## config.mk

```make
export PLATFORM = sky130hd
export DESIGN_NAME = x25519_mult
export DESIGN_NICKNAME = d
export VERILOG_FILES = /design/src/logic/x25519_pkg.sv /design/src/logic/x25519_mult_sequencer.sv /design/src/logic/x25519_mult_pass.sv /design/src/logic/x25519_streaming_squeeze.sv /design/src/logic/x25519_mult.sv
export SDC_FILE = /design/constraint.sdc
export NUM_CORES = 2
export LEC_CHECK = 0
export BUFFER_PORTS_ARGS = -buffer_cell sky130_fd_sc_hd__buf_2
export CORE_AREA = 2 2 414 416
export DETAILED_ROUTE_END_ITERATION = 6
export DIE_AREA = 0 0 416 418
export PLACE_DENSITY = 0.86
export SYNTH_ARGS = -nofsm -noshare
export SYNTH_HDL_FRONTEND = slang
export SYNTH_SLANG_ARGS = --single-unit
export TNS_END_PERCENT = 5
```

## constraint.sdc

```tcl
create_clock -name clk -period 15.65 [get_ports clk]
set_clock_uncertainty 0.15 [all_clocks]
set_input_delay 0.7825 -clock clk [delete_from_list [all_inputs] [get_ports clk]]
set_output_delay 0.7825 -clock clk [all_outputs]
set_load 0.02 [all_outputs]
```

## src/logic/x25519_pkg.sv

```systemverilog
package x25519_pkg;

	////////////////////////////////////////////////////////////////////////////
	// Field element layout

	// 256-bit operands as 32 byte limbs, little endian
	localparam int NUM_LIMBS  = 32;
	localparam int LIMB_IDX_W = $clog2(NUM_LIMBS);

	typedef logic [LIMB_IDX_W-1:0] limb_idx_t;

	// Input and result limb
	typedef logic [7:0] limb_t;

	// Wide limb, large enough for one full product column
	typedef logic [31:0] acc_t;

	typedef struct packed {
		limb_t [NUM_LIMBS-1:0] limb;
	} fe_t;

	typedef acc_t [NUM_LIMBS-1:0] fe_acc_t;

	// p = 2^255 - 19, so weight 2^256 folds to 38 and 2^255 folds to 19
	localparam acc_t FOLD_MULT_HIGH = 32'd38;
	localparam acc_t FOLD_MULT_TOP  = 32'd19;

	////////////////////////////////////////////////////////////////////////////
	// FSM states and inter-block transfers

	typedef enum logic [1:0] {IDLE, RUN, DRAIN} seq_state_t;
	typedef enum logic [1:0] {COLLECT, FOLD, CARRY2} sqz_state_t;

	// One pass request, valid is a single-cycle start
	typedef struct packed {
		logic      valid;
		limb_idx_t idx;
		fe_t       a;
		fe_acc_t   b;
	} pass_req_t;

	// One product limb, valid is a single-cycle pulse
	typedef struct packed {
		logic      valid;
		limb_idx_t idx;
		acc_t      value;
	} limb_beat_t;

endpackage

```

## src/logic/x25519_mult_sequencer.sv

```systemverilog
`timescale 1ns/1ps

module x25519_mult_sequencer (
	input  logic                   clk,
	input  logic                   arst_n_i,
	input  logic                   start_i,
	input  x25519_pkg::fe_t        a_i,
	input  x25519_pkg::fe_t        b_i,
	input  x25519_pkg::limb_beat_t beat_i,
	input  logic                   result_done_i,
	output x25519_pkg::pass_req_t  req_o,
	output logic                   busy_o
);

	import x25519_pkg::*;

	seq_state_t state_q;
	logic       req_valid_q;
	limb_idx_t  idx_q;
	logic       accept;
	logic       last_beat;

	// Captured operands, held steady for every pass
	fe_t     a_q;
	fe_acc_t b_rot_q;

	// Start only counts when nothing is in flight
	assign accept    = start_i && (state_q == IDLE);
	assign last_beat = beat_i.valid && (beat_i.idx == limb_idx_t'(NUM_LIMBS - 1));
	assign busy_o    = (state_q != IDLE);

	// Pass unit reads A, B and index for the whole pass
	assign req_o = '{valid: req_valid_q, idx: idx_q, a: a_q, b: b_rot_q};

	////////////////////////////////////////////////////////////////////////////
	// Pass scheduling FSM

	always_ff @(posedge clk or negedge arst_n_i) begin
		if (!arst_n_i) begin
			state_q     <= IDLE;
			req_valid_q <= 1'b0;
			idx_q       <= '0;
		end else begin
			req_valid_q <= 1'b0;
			case (state_q)
				IDLE: begin
					if (accept) begin
						state_q     <= RUN;
						idx_q       <= '0;
						req_valid_q <= 1'b1;
					end
				end
				RUN: begin
					// One pass in flight, next one goes out after its beat
					if (last_beat) begin
						state_q <= DRAIN;
					end else if (beat_i.valid) begin
						idx_q       <= idx_q + 1'b1;
						req_valid_q <= 1'b1;
					end
				end
				DRAIN: begin
					// Wait for the second carry pass to finish
					if (result_done_i) begin
						state_q <= IDLE;
					end
				end
				default: state_q <= IDLE;
			endcase
		end
	end

	////////////////////////////////////////////////////////////////////////////
	// Operand registers

	always_ff @(posedge clk) begin
		if (accept) begin
			a_q <= a_i;
			// Limb 0 stays, the rest go in reversed, so b_rot[j] = b[-j mod 32]
			for (int k = 0; k < NUM_LIMBS; k++) begin
				b_rot_q[k] <= acc_t'(b_i.limb[(NUM_LIMBS - k) % NUM_LIMBS]);
			end
		end else if (beat_i.valid) begin
			// Rotate up by one limb, so pass i sees b[i - j mod 32]
			b_rot_q <= {b_rot_q[NUM_LIMBS-2:0], b_rot_q[NUM_LIMBS-1]};
		end
	end

endmodule

```

## src/logic/x25519_mult_pass.sv

```systemverilog
`timescale 1ns/1ps

module x25519_mult_pass (
	input  logic                   clk,
	input  logic                   arst_n_i,
	input  x25519_pkg::pass_req_t  req_i,
	output x25519_pkg::limb_beat_t beat_o
);

	import x25519_pkg::*;

	// Column walk
	logic      active_q;
	limb_idx_t j_q;
	limb_idx_t out_idx_q;
	logic      beat_valid_q;
	logic      last_step;

	// Running column sum
	acc_t acc_q;
	acc_t prod;
	acc_t term;
	acc_t sum;

	////////////////////////////////////////////////////////////////////////////
	// One multiply-accumulate per cycle

	always_comb begin
		// a[j] times the matching limb of the rotated B
		prod = acc_t'(req_i.a.limb[j_q]) * req_i.b[j_q];
		// Terms past the diagonal wrap around 2^256 and fold back by 38
		term = (j_q > req_i.idx) ? prod * FOLD_MULT_HIGH : prod;
		// Column restarts from zero on a new request
		sum  = (active_q ? acc_q : '0) + term;
	end

	assign last_step = active_q && (j_q == limb_idx_t'(NUM_LIMBS - 1));

	////////////////////////////////////////////////////////////////////////////
	// Pass control

	always_ff @(posedge clk or negedge arst_n_i) begin
		if (!arst_n_i) begin
			active_q     <= 1'b0;
			j_q          <= '0;
			beat_valid_q <= 1'b0;
		end else begin
			beat_valid_q <= last_step;
			if (req_i.valid || active_q) begin
				// Counter wraps back to 0 after limb 31
				j_q <= j_q + 1'b1;
			end
			if (req_i.valid) begin
				active_q <= 1'b1;
			end else if (last_step) begin
				active_q <= 1'b0;
			end
		end
	end

	// Accumulator holds the finished column through the beat cycle
	always_ff @(posedge clk) begin
		if (req_i.valid || active_q) begin
			acc_q <= sum;
		end
		if (req_i.valid) begin
			out_idx_q <= req_i.idx;
		end
	end

	assign beat_o = '{valid: beat_valid_q, idx: out_idx_q, value: acc_q};

endmodule

```

## src/logic/x25519_streaming_squeeze.sv

```systemverilog
`timescale 1ns/1ps

module x25519_streaming_squeeze (
	input  logic                   clk,
	input  logic                   arst_n_i,
	input  x25519_pkg::limb_beat_t beat_i,
	output logic                   out_valid_o,
	output x25519_pkg::fe_t        out_o,
	output logic                   done_o
);

	import x25519_pkg::*;

	sqz_state_t state_q;
	limb_idx_t  k_q;
	logic       out_valid_q;
	logic       beat_last;
	logic       k_last;

	// First pass carry on arriving beats
	acc_t carry1_q;
	acc_t sum1;

	// Bits at and above 2^255 after the first pass
	acc_t top_q;

	// Second pass carry through the result buffer
	acc_t carry2_q;
	acc_t sum2;

	// Byte buffer for the first pass and result buffer for the second
	fe_acc_t col_q;
	fe_acc_t res_q;

	assign beat_last = beat_i.valid && (beat_i.idx == limb_idx_t'(NUM_LIMBS - 1));
	assign k_last    = (k_q == limb_idx_t'(NUM_LIMBS - 1));

	always_comb begin
		sum1 = carry1_q + beat_i.value;
		sum2 = carry2_q + res_q[k_q];
	end

	////////////////////////////////////////////////////////////////////////////
	// First carry pass in the beat cycle

	always_ff @(posedge clk or negedge arst_n_i) begin
		if (!arst_n_i) begin
			carry1_q <= '0;
		end else if (beat_i.valid) begin
			// Next element starts with a clean carry
			carry1_q <= beat_last ? '0 : (sum1 >> 8);
		end
	end

	always_ff @(posedge clk) begin
		if (beat_i.valid) begin
			if (beat_last) begin
				// Top limb keeps 7 bits and the rest is worth 2^255
				col_q[NUM_LIMBS-1] <= {25'd0, sum1[6:0]};
				top_q              <= sum1 >> 7;
			end else begin
				col_q[beat_i.idx] <= {24'd0, sum1[7:0]};
			end
		end
	end

	////////////////////////////////////////////////////////////////////////////
	// Fold and second carry pass

	always_ff @(posedge clk or negedge arst_n_i) begin
		if (!arst_n_i) begin
			state_q     <= COLLECT;
			k_q         <= '0;
			out_valid_q <= 1'b0;
		end else begin
			out_valid_q <= 1'b0;
			case (state_q)
				COLLECT: begin
					if (beat_last) begin
						state_q <= FOLD;
					end
				end
				FOLD: begin
					state_q <= CARRY2;
					k_q     <= '0;
				end
				CARRY2: begin
					k_q <= k_q + 1'b1;
					if (k_last) begin
						state_q     <= COLLECT;
						out_valid_q <= 1'b1;
					end
				end
				default: state_q <= COLLECT;
			endcase
		end
	end

	always_ff @(posedge clk) begin
		case (state_q)
			FOLD: begin
				// Hand over so that collection of the next element can start
				res_q    <= col_q;
				carry2_q <= top_q * FOLD_MULT_TOP;
			end
			CARRY2: begin
				// Top limb ends at most 128 and never carries out
				res_q[k_q] <= {24'd0, sum2[7:0]};
				carry2_q   <= sum2 >> 8;
			end
			default: begin
			end
		endcase
	end

	////////////////////////////////////////////////////////////////////////////
	// Result

	always_comb begin
		for (int k = 0; k < NUM_LIMBS; k++) begin
			out_o.limb[k] = res_q[k][7:0];
		end
	end

	assign out_valid_o = out_valid_q;
	assign done_o      = out_valid_q;

endmodule

```

## src/logic/x25519_mult.sv

```systemverilog
`timescale 1ns/1ps

module x25519_mult (
	input  logic            clk,
	input  logic            arst_n_i,
	input  logic            start_i,
	input  x25519_pkg::fe_t a_i,
	input  x25519_pkg::fe_t b_i,
	output logic            busy_o,
	output logic            out_valid_o,
	output x25519_pkg::fe_t out_o
);

	import x25519_pkg::*;

	// Sequencer to pass unit
	pass_req_t req;

	// Pass unit to sequencer and squeeze unit
	limb_beat_t beat;

	// Squeeze finished, lets the sequencer go idle
	logic result_done;

	////////////////////////////////////////////////////////////////////////////
	// Operand capture and pass scheduling

	x25519_mult_sequencer i_sequencer (
		.clk           (clk),
		.arst_n_i      (arst_n_i),
		.start_i       (start_i),
		.a_i           (a_i),
		.b_i           (b_i),
		.beat_i        (beat),
		.result_done_i (result_done),
		.req_o         (req),
		.busy_o        (busy_o)
	);

	////////////////////////////////////////////////////////////////////////////
	// One product limb per pass

	x25519_mult_pass i_pass (
		.clk      (clk),
		.arst_n_i (arst_n_i),
		.req_i    (req),
		.beat_o   (beat)
	);

	////////////////////////////////////////////////////////////////////////////
	// Carry and reduce as limbs arrive

	x25519_streaming_squeeze i_squeeze (
		.clk         (clk),
		.arst_n_i    (arst_n_i),
		.beat_i      (beat),
		.out_valid_o (out_valid_o),
		.out_o       (out_o),
		.done_o      (result_done)
	);

endmodule

```

# --- Word level (Yosys, flattened, before mapping) ---
# Cells that the tools add are included.
classes:
  addsub: 6
  mul: 3
  magnitude_cmp: 6
  eq_ne: 14
  n_mux: 40
  bitwise_logic: 1
  reduce_logical: 18
op_table:
  columns: ["cell", "n"]
  rows:
  - ["bitwise mux 1024 bit", 2]
  - ["one-hot mux 1024 bit (2 select lines)", 1]
  - ["2-to-1 mux 1000 bit", 2]
  - ["binary-select mux 32 bit (select 5 bit)", 2]
  - ["demux 32 bit (select 5 bit)", 2]
  - ["2-to-1 mux 32 bit", 6]
  - ["adder 32 bit", 3]
  - ["one-hot mux 32 bit (2 select lines)", 1]
  - ["binary-select mux 8 bit (select 5 bit)", 1]
  - ["multiplier 32 x 5 -> 31 bit, second input constant", 1]
  - ["multiplier 8 x 32 -> 32 bit", 1]
  - ["multiplier 25 x 5 -> 30 bit, second input constant", 1]
  - ["2-to-1 mux 24 bit", 1]
  - ["one-hot mux 5 bit (2 select lines)", 2]
  - ["less-than comparator 5 x 6 -> 1 bit, second input constant", 3]
  - ["adder 5 x 1 -> 5 bit, second input constant", 3]
  - ["equality test 5 bit, second input constant", 3]
  - ["2-to-1 mux 5 bit", 3]
  - ["!= test 2 x 1 -> 1 bit, second input constant", 6]
  - ["one-hot mux 2 bit (3 select lines)", 2]
  - ["greater-or-equal comparator 5 x 1 -> 1 bit, second input constant", 2]
  - ["2-to-1 mux 2 bit", 5]
  - ["nonzero test 2 bit", 5]
  - ["2-to-1 mux 8 bit", 1]
  - ["14 further kinds", 29]
word_totals:
  reg_bits: 3477
  inputBits: 515
  out_inout_bits: 258
  elab_cells: 263

# --- Depth between registers and ports, before layout ---
logic_depth:
  ltp_word: 6
  depth_mapped: 55

# --- Hierarchy ---
# A second synthesis with hierarchy kept.
hier_totals:
  hier_cells: 8452
  area_unflattened_um2: 101792.6
by_module_without_submodules:
  columns: ["mod", "instances", "cells_each", "area_per_inst_um2", "seq_area_each_um2"]
  rows:
  - ["x25519_mult_sequencer", 1, 3882, 46286.9, 30949.7]
  - ["x25519_streaming_squeeze", 1, 2444, 32702.6, 19268.5]
  - ["x25519_mult_pass", 1, 2126, 22803.1, 1286.2]

# --- Worst setup path after synthesis ---
# Ideal clock, no wire load.
synth_timing:
  path_kind: "reg2reg"
  start: "register i_pass.j_q[0]"
  end: "register i_pass.acc_q[28] (data pin)"
  setup_ns: 0.258
  arrival_ns: 11.594
  path_slack_ns: 3.648
  path_stages_with_launch: 52
  path_buffers: 8
  synth_period_minus_slack_ns: 12.002
  cell_sequence: "dfrtp_1 buf_6 buf_12 buf_12 buf_12 buf_12 buf_12 buf_2 buf_1 mux4_2 mux4_2 mux2i_1 nor2b_1 fa_1 inv_1 fa_1 inv_1 fa_1 [... 16 more ...] or3_1 o2111a_1 o21a_1 nor2_1 xnor2_1 nand2_1 o21ai_0 ha_1 nand2_1 or3_1 a21oi_1 o41ai_1 a21oi_1 o21a_1 o21a_1 o21ai_0 nor2b_1 xnor2_1"
synth_between:
  elab_chain_cells: 6
synth_rtl:
  columns: ["element", "line", "source"]
  rows:
  - ["start, declared", "x25519_mult_pass.sv:14", "limb_idx_t j_q;"]
  - ["start signal, assigned", "x25519_mult_pass.sv:51", "j_q <= j_q + 1'b1;"]
  - ["binary-select mux 8 bit (select 5 bit) or binary-select mux 32 bit (select 5 bit) (tied branches)", "x25519_mult_pass.sv:30", "prod = acc_t'(req_i.a.limb[j_q]) * req_i.b[j_q];"]
  - ["2-to-1 mux 8 bit (not written as such) or 2-to-1 mux 32 bit (tied branches)", "x25519_mult_pass.sv:30", null]
  - ["multiplier 8 x 32 -> 32 bit", "x25519_mult_pass.sv:30", null]
  - ["multiplier 32 x 5 -> 31 bit", "x25519_mult_pass.sv:32", "term = (j_q > req_i.idx) ? prod * FOLD_MULT_HIGH : prod;"]
  - ["2-to-1 mux 32 bit (*)", "x25519_mult_pass.sv:32", null]
  - ["adder 32 bit (*)", "x25519_mult_pass.sv:34", "sum = (active_q ? acc_q : '0) + term;"]
  - ["net i_pass.sum[28]", "x25519_mult_pass.sv:23", "acc_t sum;"]
  - ["end signal, assigned", "x25519_mult_pass.sv:64", "acc_q <= sum;"]
  - ["end, declared", "x25519_mult_pass.sv:20", "acc_t acc_q;"]
# The timed path passes the listed nets; every way through them passes the cells marked *. The select of a mux whose other input is x is not followed.
# A chain may end at the register's enable or synchronous reset.

# --- Final worst setup path ---
layout_timing:
  start: "register i_pass.j_q[2]"
  end: "register i_pass.acc_q[30] (data pin)"
# Same word-level chain as after synthesis.

==> results.sh <==
export IMPL_status="finished with violations"
export IMPL_violations="design-rule violations"
export IMPL_syn_area_per_cell_um2=11.8
export IMPL_fin_crit_sh_pct=83.7
export IMPL_drc_errors=1
export IMPL_clk_latency_ns=0.91
export IMPL_cp_max_fo=33
export IMPL_synth_most_common_cell="edfxtp_1"
export IMPL_holdPathStages=3
export IMPL_overflow=0
export IMPL_synthArstFlopShare_pct=2.37
export IMPL_drt_iter0_drc=9294
export IMPL_grt_max_degree=232
export IMPL_cap_violations=0
export IMPL_slowest_delay_ns=0.97
export IMPL_vias=71200
export IMPL_crit_path_start_kind="flop"
export IMPL_reg2reg_from="i_pass.j_q[2]$_DFFE_PN0P_"
export IMPL_tightestPinTransition_ns=1.30
export IMPL_area_growth_syn_to_layout_pct=13.0
export IMPL_synth_seq_cells=1979
export IMPL_track_usage_pct=31.7
export IMPL_floorplan_rows=151
export IMPL_relSlewSlack_pct=13.0
export IMPL_cts_tree="yes"
export IMPL_cp_arrival_ns=13.57
export IMPL_timing_critical_path_mode_cell="inv_1"
export IMPL_netlist_top_cells_area="edfxtp_1 35%, dfxtp_1 15%, mux4_2 9.2%"
export IMPL_grt_pass1_wl_mm=422
export IMPL_vias_per_cell=6.17
export IMPL_finalWirelength_mm=284
export IMPL_h_tree_depth=4
export IMPL_synth_edf_count=1164
export IMPL_crit_path_start="i_pass.j_q[2]$_DFFE_PN0P_"
export IMPL_timing_hold_ws_ns=0.0422
export IMPL_synth_area_leader_cell="edfxtp_1"
export IMPL_drtPass1Iterations=7
export IMPL_ys_seq_area_share_pct=50.9
export IMPL_syn_cell_area_um2=101000
export IMPL_fin_nets=10100
export IMPL_cts_root_buf="clkbuf_16"
export IMPL_pre_cts_ws_ns=2.74
export IMPL_die_x_um=416
export IMPL_drv_slew=0
export IMPL_final_setup_tns_ns=0
export IMPL_layout_drive_gt1_share_pct=18.2
export IMPL_synth_top_cell_area_share_pct=34.6
export IMPL_cp_required_ns=16.11
export IMPL_setup_violations=0
export IMPL_ctsLongestPathBuffers=3
export IMPL_fillCellCount=11200
export IMPL_hold_class="in -> reg"
export IMPL_routabilityCongestion=0.951
export IMPL_synth_cell_types=83
export IMPL_hold_end="i_sequencer.req_o[418]$_DFFE_PP_"
export IMPL_synth_ff_type="edfxtp_1"
export IMPL_hold_path_startpoint="b_i[154]"
export IMPL_die_y_um=418
export IMPL_dieArea_um2=174000
export IMPL_ys_top_cells_by_count="1164 x edfxtp_1, 980 x nor2_1, 822 x mux2i_1"
export IMPL_port_buffer_count=772
export IMPL_place_hpwl_mm=176
export IMPL_antenna_found_initial=34
export IMPL_synthCells=8544
export IMPL_path_class="reg -> reg"
export IMPL_rsz0062_at_grt="false"
export IMPL_grt_pass1_vias=71500
export IMPL_max_freq_ghz=0.0763
export IMPL_initial_core_util_pct=59.8
export IMPL_critical_path_slowest_cell="dfrtp_4"
export IMPL_worst_slack_ns=2.54
export IMPL_drtAntennaViolNets=0
export IMPL_period_needed_ns=13.11
export IMPL_yosysWarnings=0
export IMPL_coreArea_um2=169000
export IMPL_cts_buffers_inserted=194
export IMPL_r2r_slack_ns=2.54
export IMPL_cts_num_sinks=1979
export IMPL_endpoint_kind="flop"
export IMPL_top_level_ports=773
export IMPL_r2r_end="i_pass.acc_q[30]$_DFFE_PP_"
export IMPL_wire_per_inst_um=24.6
export IMPL_finalHoldViolations=0
export IMPL_clkTransAtPathRegs_ns=0.06
export IMPL_syn_num_nets=9521
export IMPL_reg2regPathDepth=45
-- worst max-delay path: cells and delay by family (launching register included) --
family | cells | cell delay, ns
adders and majority gates | 9 | 3.82
and+or+nand+nor | 10 | 2.75
buffers and inverters | 10 | 1.70
xor gates and xnor gates | 3 | 0.55
DFF | 1 | 0.97
AOI/OAI and AO/OA | 13 | 2.88
-- cell families (layout without fill, tap and decap cells) --
group | Yosys count | count (layout) | synth area share, %
DFF | 1979 | 1979 | 50.9
muxes | 1290 | 1290 | 18.3
buffers and inverters | 1430 | 2186 | 6.53
xor gates and xnor gates | 175 | 175 | 1.56
AOI/OAI and AO/OA | 1090 | 1090 | 6.55
adders and majority gates | 462 | 462 | 7.25
other | 0 | 23 | 0
and+or+nand+nor | 2118 | 2118 | 8.85
-- repair_timing --
| item | CTS | global route |
|---|---|---|
| setup endpoints to repair | 0 | 0 |
| endpoints found under the hold margin | 323 | 0 |
| buffers inserted | 0 | 0 |
| hold buffers | 277 | 0 |
| resized for setup | 0 | 0 |
-- registers in the layout, summed over array words and instances (netlist names) --
| register | cells |
|---|---|
| i_squeeze.top_q | 25 |
| i_squeeze.carry2_q | 30 |
| i_squeeze.state_q | 2 |
| i_sequencer.req_o | 1280 |
| i_pass.j_q | 5 |
| i_pass.beat_valid_q | 1 |
| i_squeeze.done_o | 1 |
| i_squeeze.k_q | 5 |
| i_squeeze.col_q | 280 |
| i_sequencer.state_q | 2 |
| i_sequencer.idx_q | 5 |
| i_squeeze.res_q | 24 |
| i_pass.acc_q | 32 |
| i_pass.out_idx_q | 5 |
| i_pass.active_q | 1 |
| i_squeeze.out_o | 256 |
| i_squeeze.carry1_q | 24 |
| i_sequencer.req_valid_q | 1 |
-- layout make-up --
| cell class | count | area [um2] | share of cell area [%] |
|---|---|---|---|
| multi-input cells | 5135 | 43100 | 37.8 |
| clock inverters | 101 | 1260 | 1.11 |
| clock buffers | 266 | 5430 | 4.75 |
| well taps | 2218 | 2780 | 2.43 |
| flip-flops and latches | 1979 | 51500 | 45.1 |
| repair buffers | 1139 | 7450 | 6.52 |
| inverters | 680 | 2560 | 2.24 |
| diodes | 23 | 57.6 | 0.0504 |
-- how the worst max path moves through the flow --
stage / end / slack, ns
floorplan: i_pass.acc_q[28]$_DFFE_PP_ / 3.65
global placement: i_pass.acc_q[30]$_DFFE_PP_ / 2.91
detailed placement: i_pass.acc_q[30]$_DFFE_PP_ / 2.74
CTS: i_pass.acc_q[30]$_DFFE_PP_ / 2.71
global route: i_pass.acc_q[30]$_DFFE_PP_ / 1.89
finish: i_pass.acc_q[30]$_DFFE_PP_ / 2.54
-- per-stage QoR --
stage                     std cells  utilization, %  instance area [um2]
after floorplan                8544               -               101000
after global placement        10900            61.9               105000
after detailed placement      10900            61.9               105000
after CTS                     11500            67.5               114000
after global routing          11500            67.5               114000
final                         11500            67.5               114000
-- layout by cell type, fill, tap and decap left out, drive strengths merged, types with 12 or more instances in the layout --
master,Yosys,routed
a22oi,35,35
bufinv,0,17
o21ai,383,383
clkinvlp,0,16
inv,678,689
xnor2,110,110
nor3,34,34
a211oi,27,27
a31o,14,14
or2,24,24
and2,110,110
clkinv,2,59
a31oi,12,12
o22ai,263,263
mux4,436,436
edfxtp,1164,1164
and3,21,21
o21bai,24,24
nor2b,55,55
fa,206,206
a21oi,151,151
ha,256,256
mux2,31,31
dfrtp,47,47
o21a,28,28
xor2,62,62
mux2i,823,823
nand4,17,17
nor2,981,981
diode,0,23
nand2b,81,81
nand3,46,46
nand2,713,713
dlygate4sd3,0,277
dfxtp,768,768
clkbuf,411,266
a21o,80,80
buf,339,862
-- metal layers --
metal,GRT usage [%],vias up,part of all wire (%)
met2,52.4,4458,48
met4,20.8,18,7.3
met5,0,-,0.042
met1,37.4,34400,35
met3,7.06,1122,9.9
li1,-,31200,-
Power is left out: the tool's default activity adds up to more than one toggle a clock period on the data nets, which glitch-free logic cannot reach.
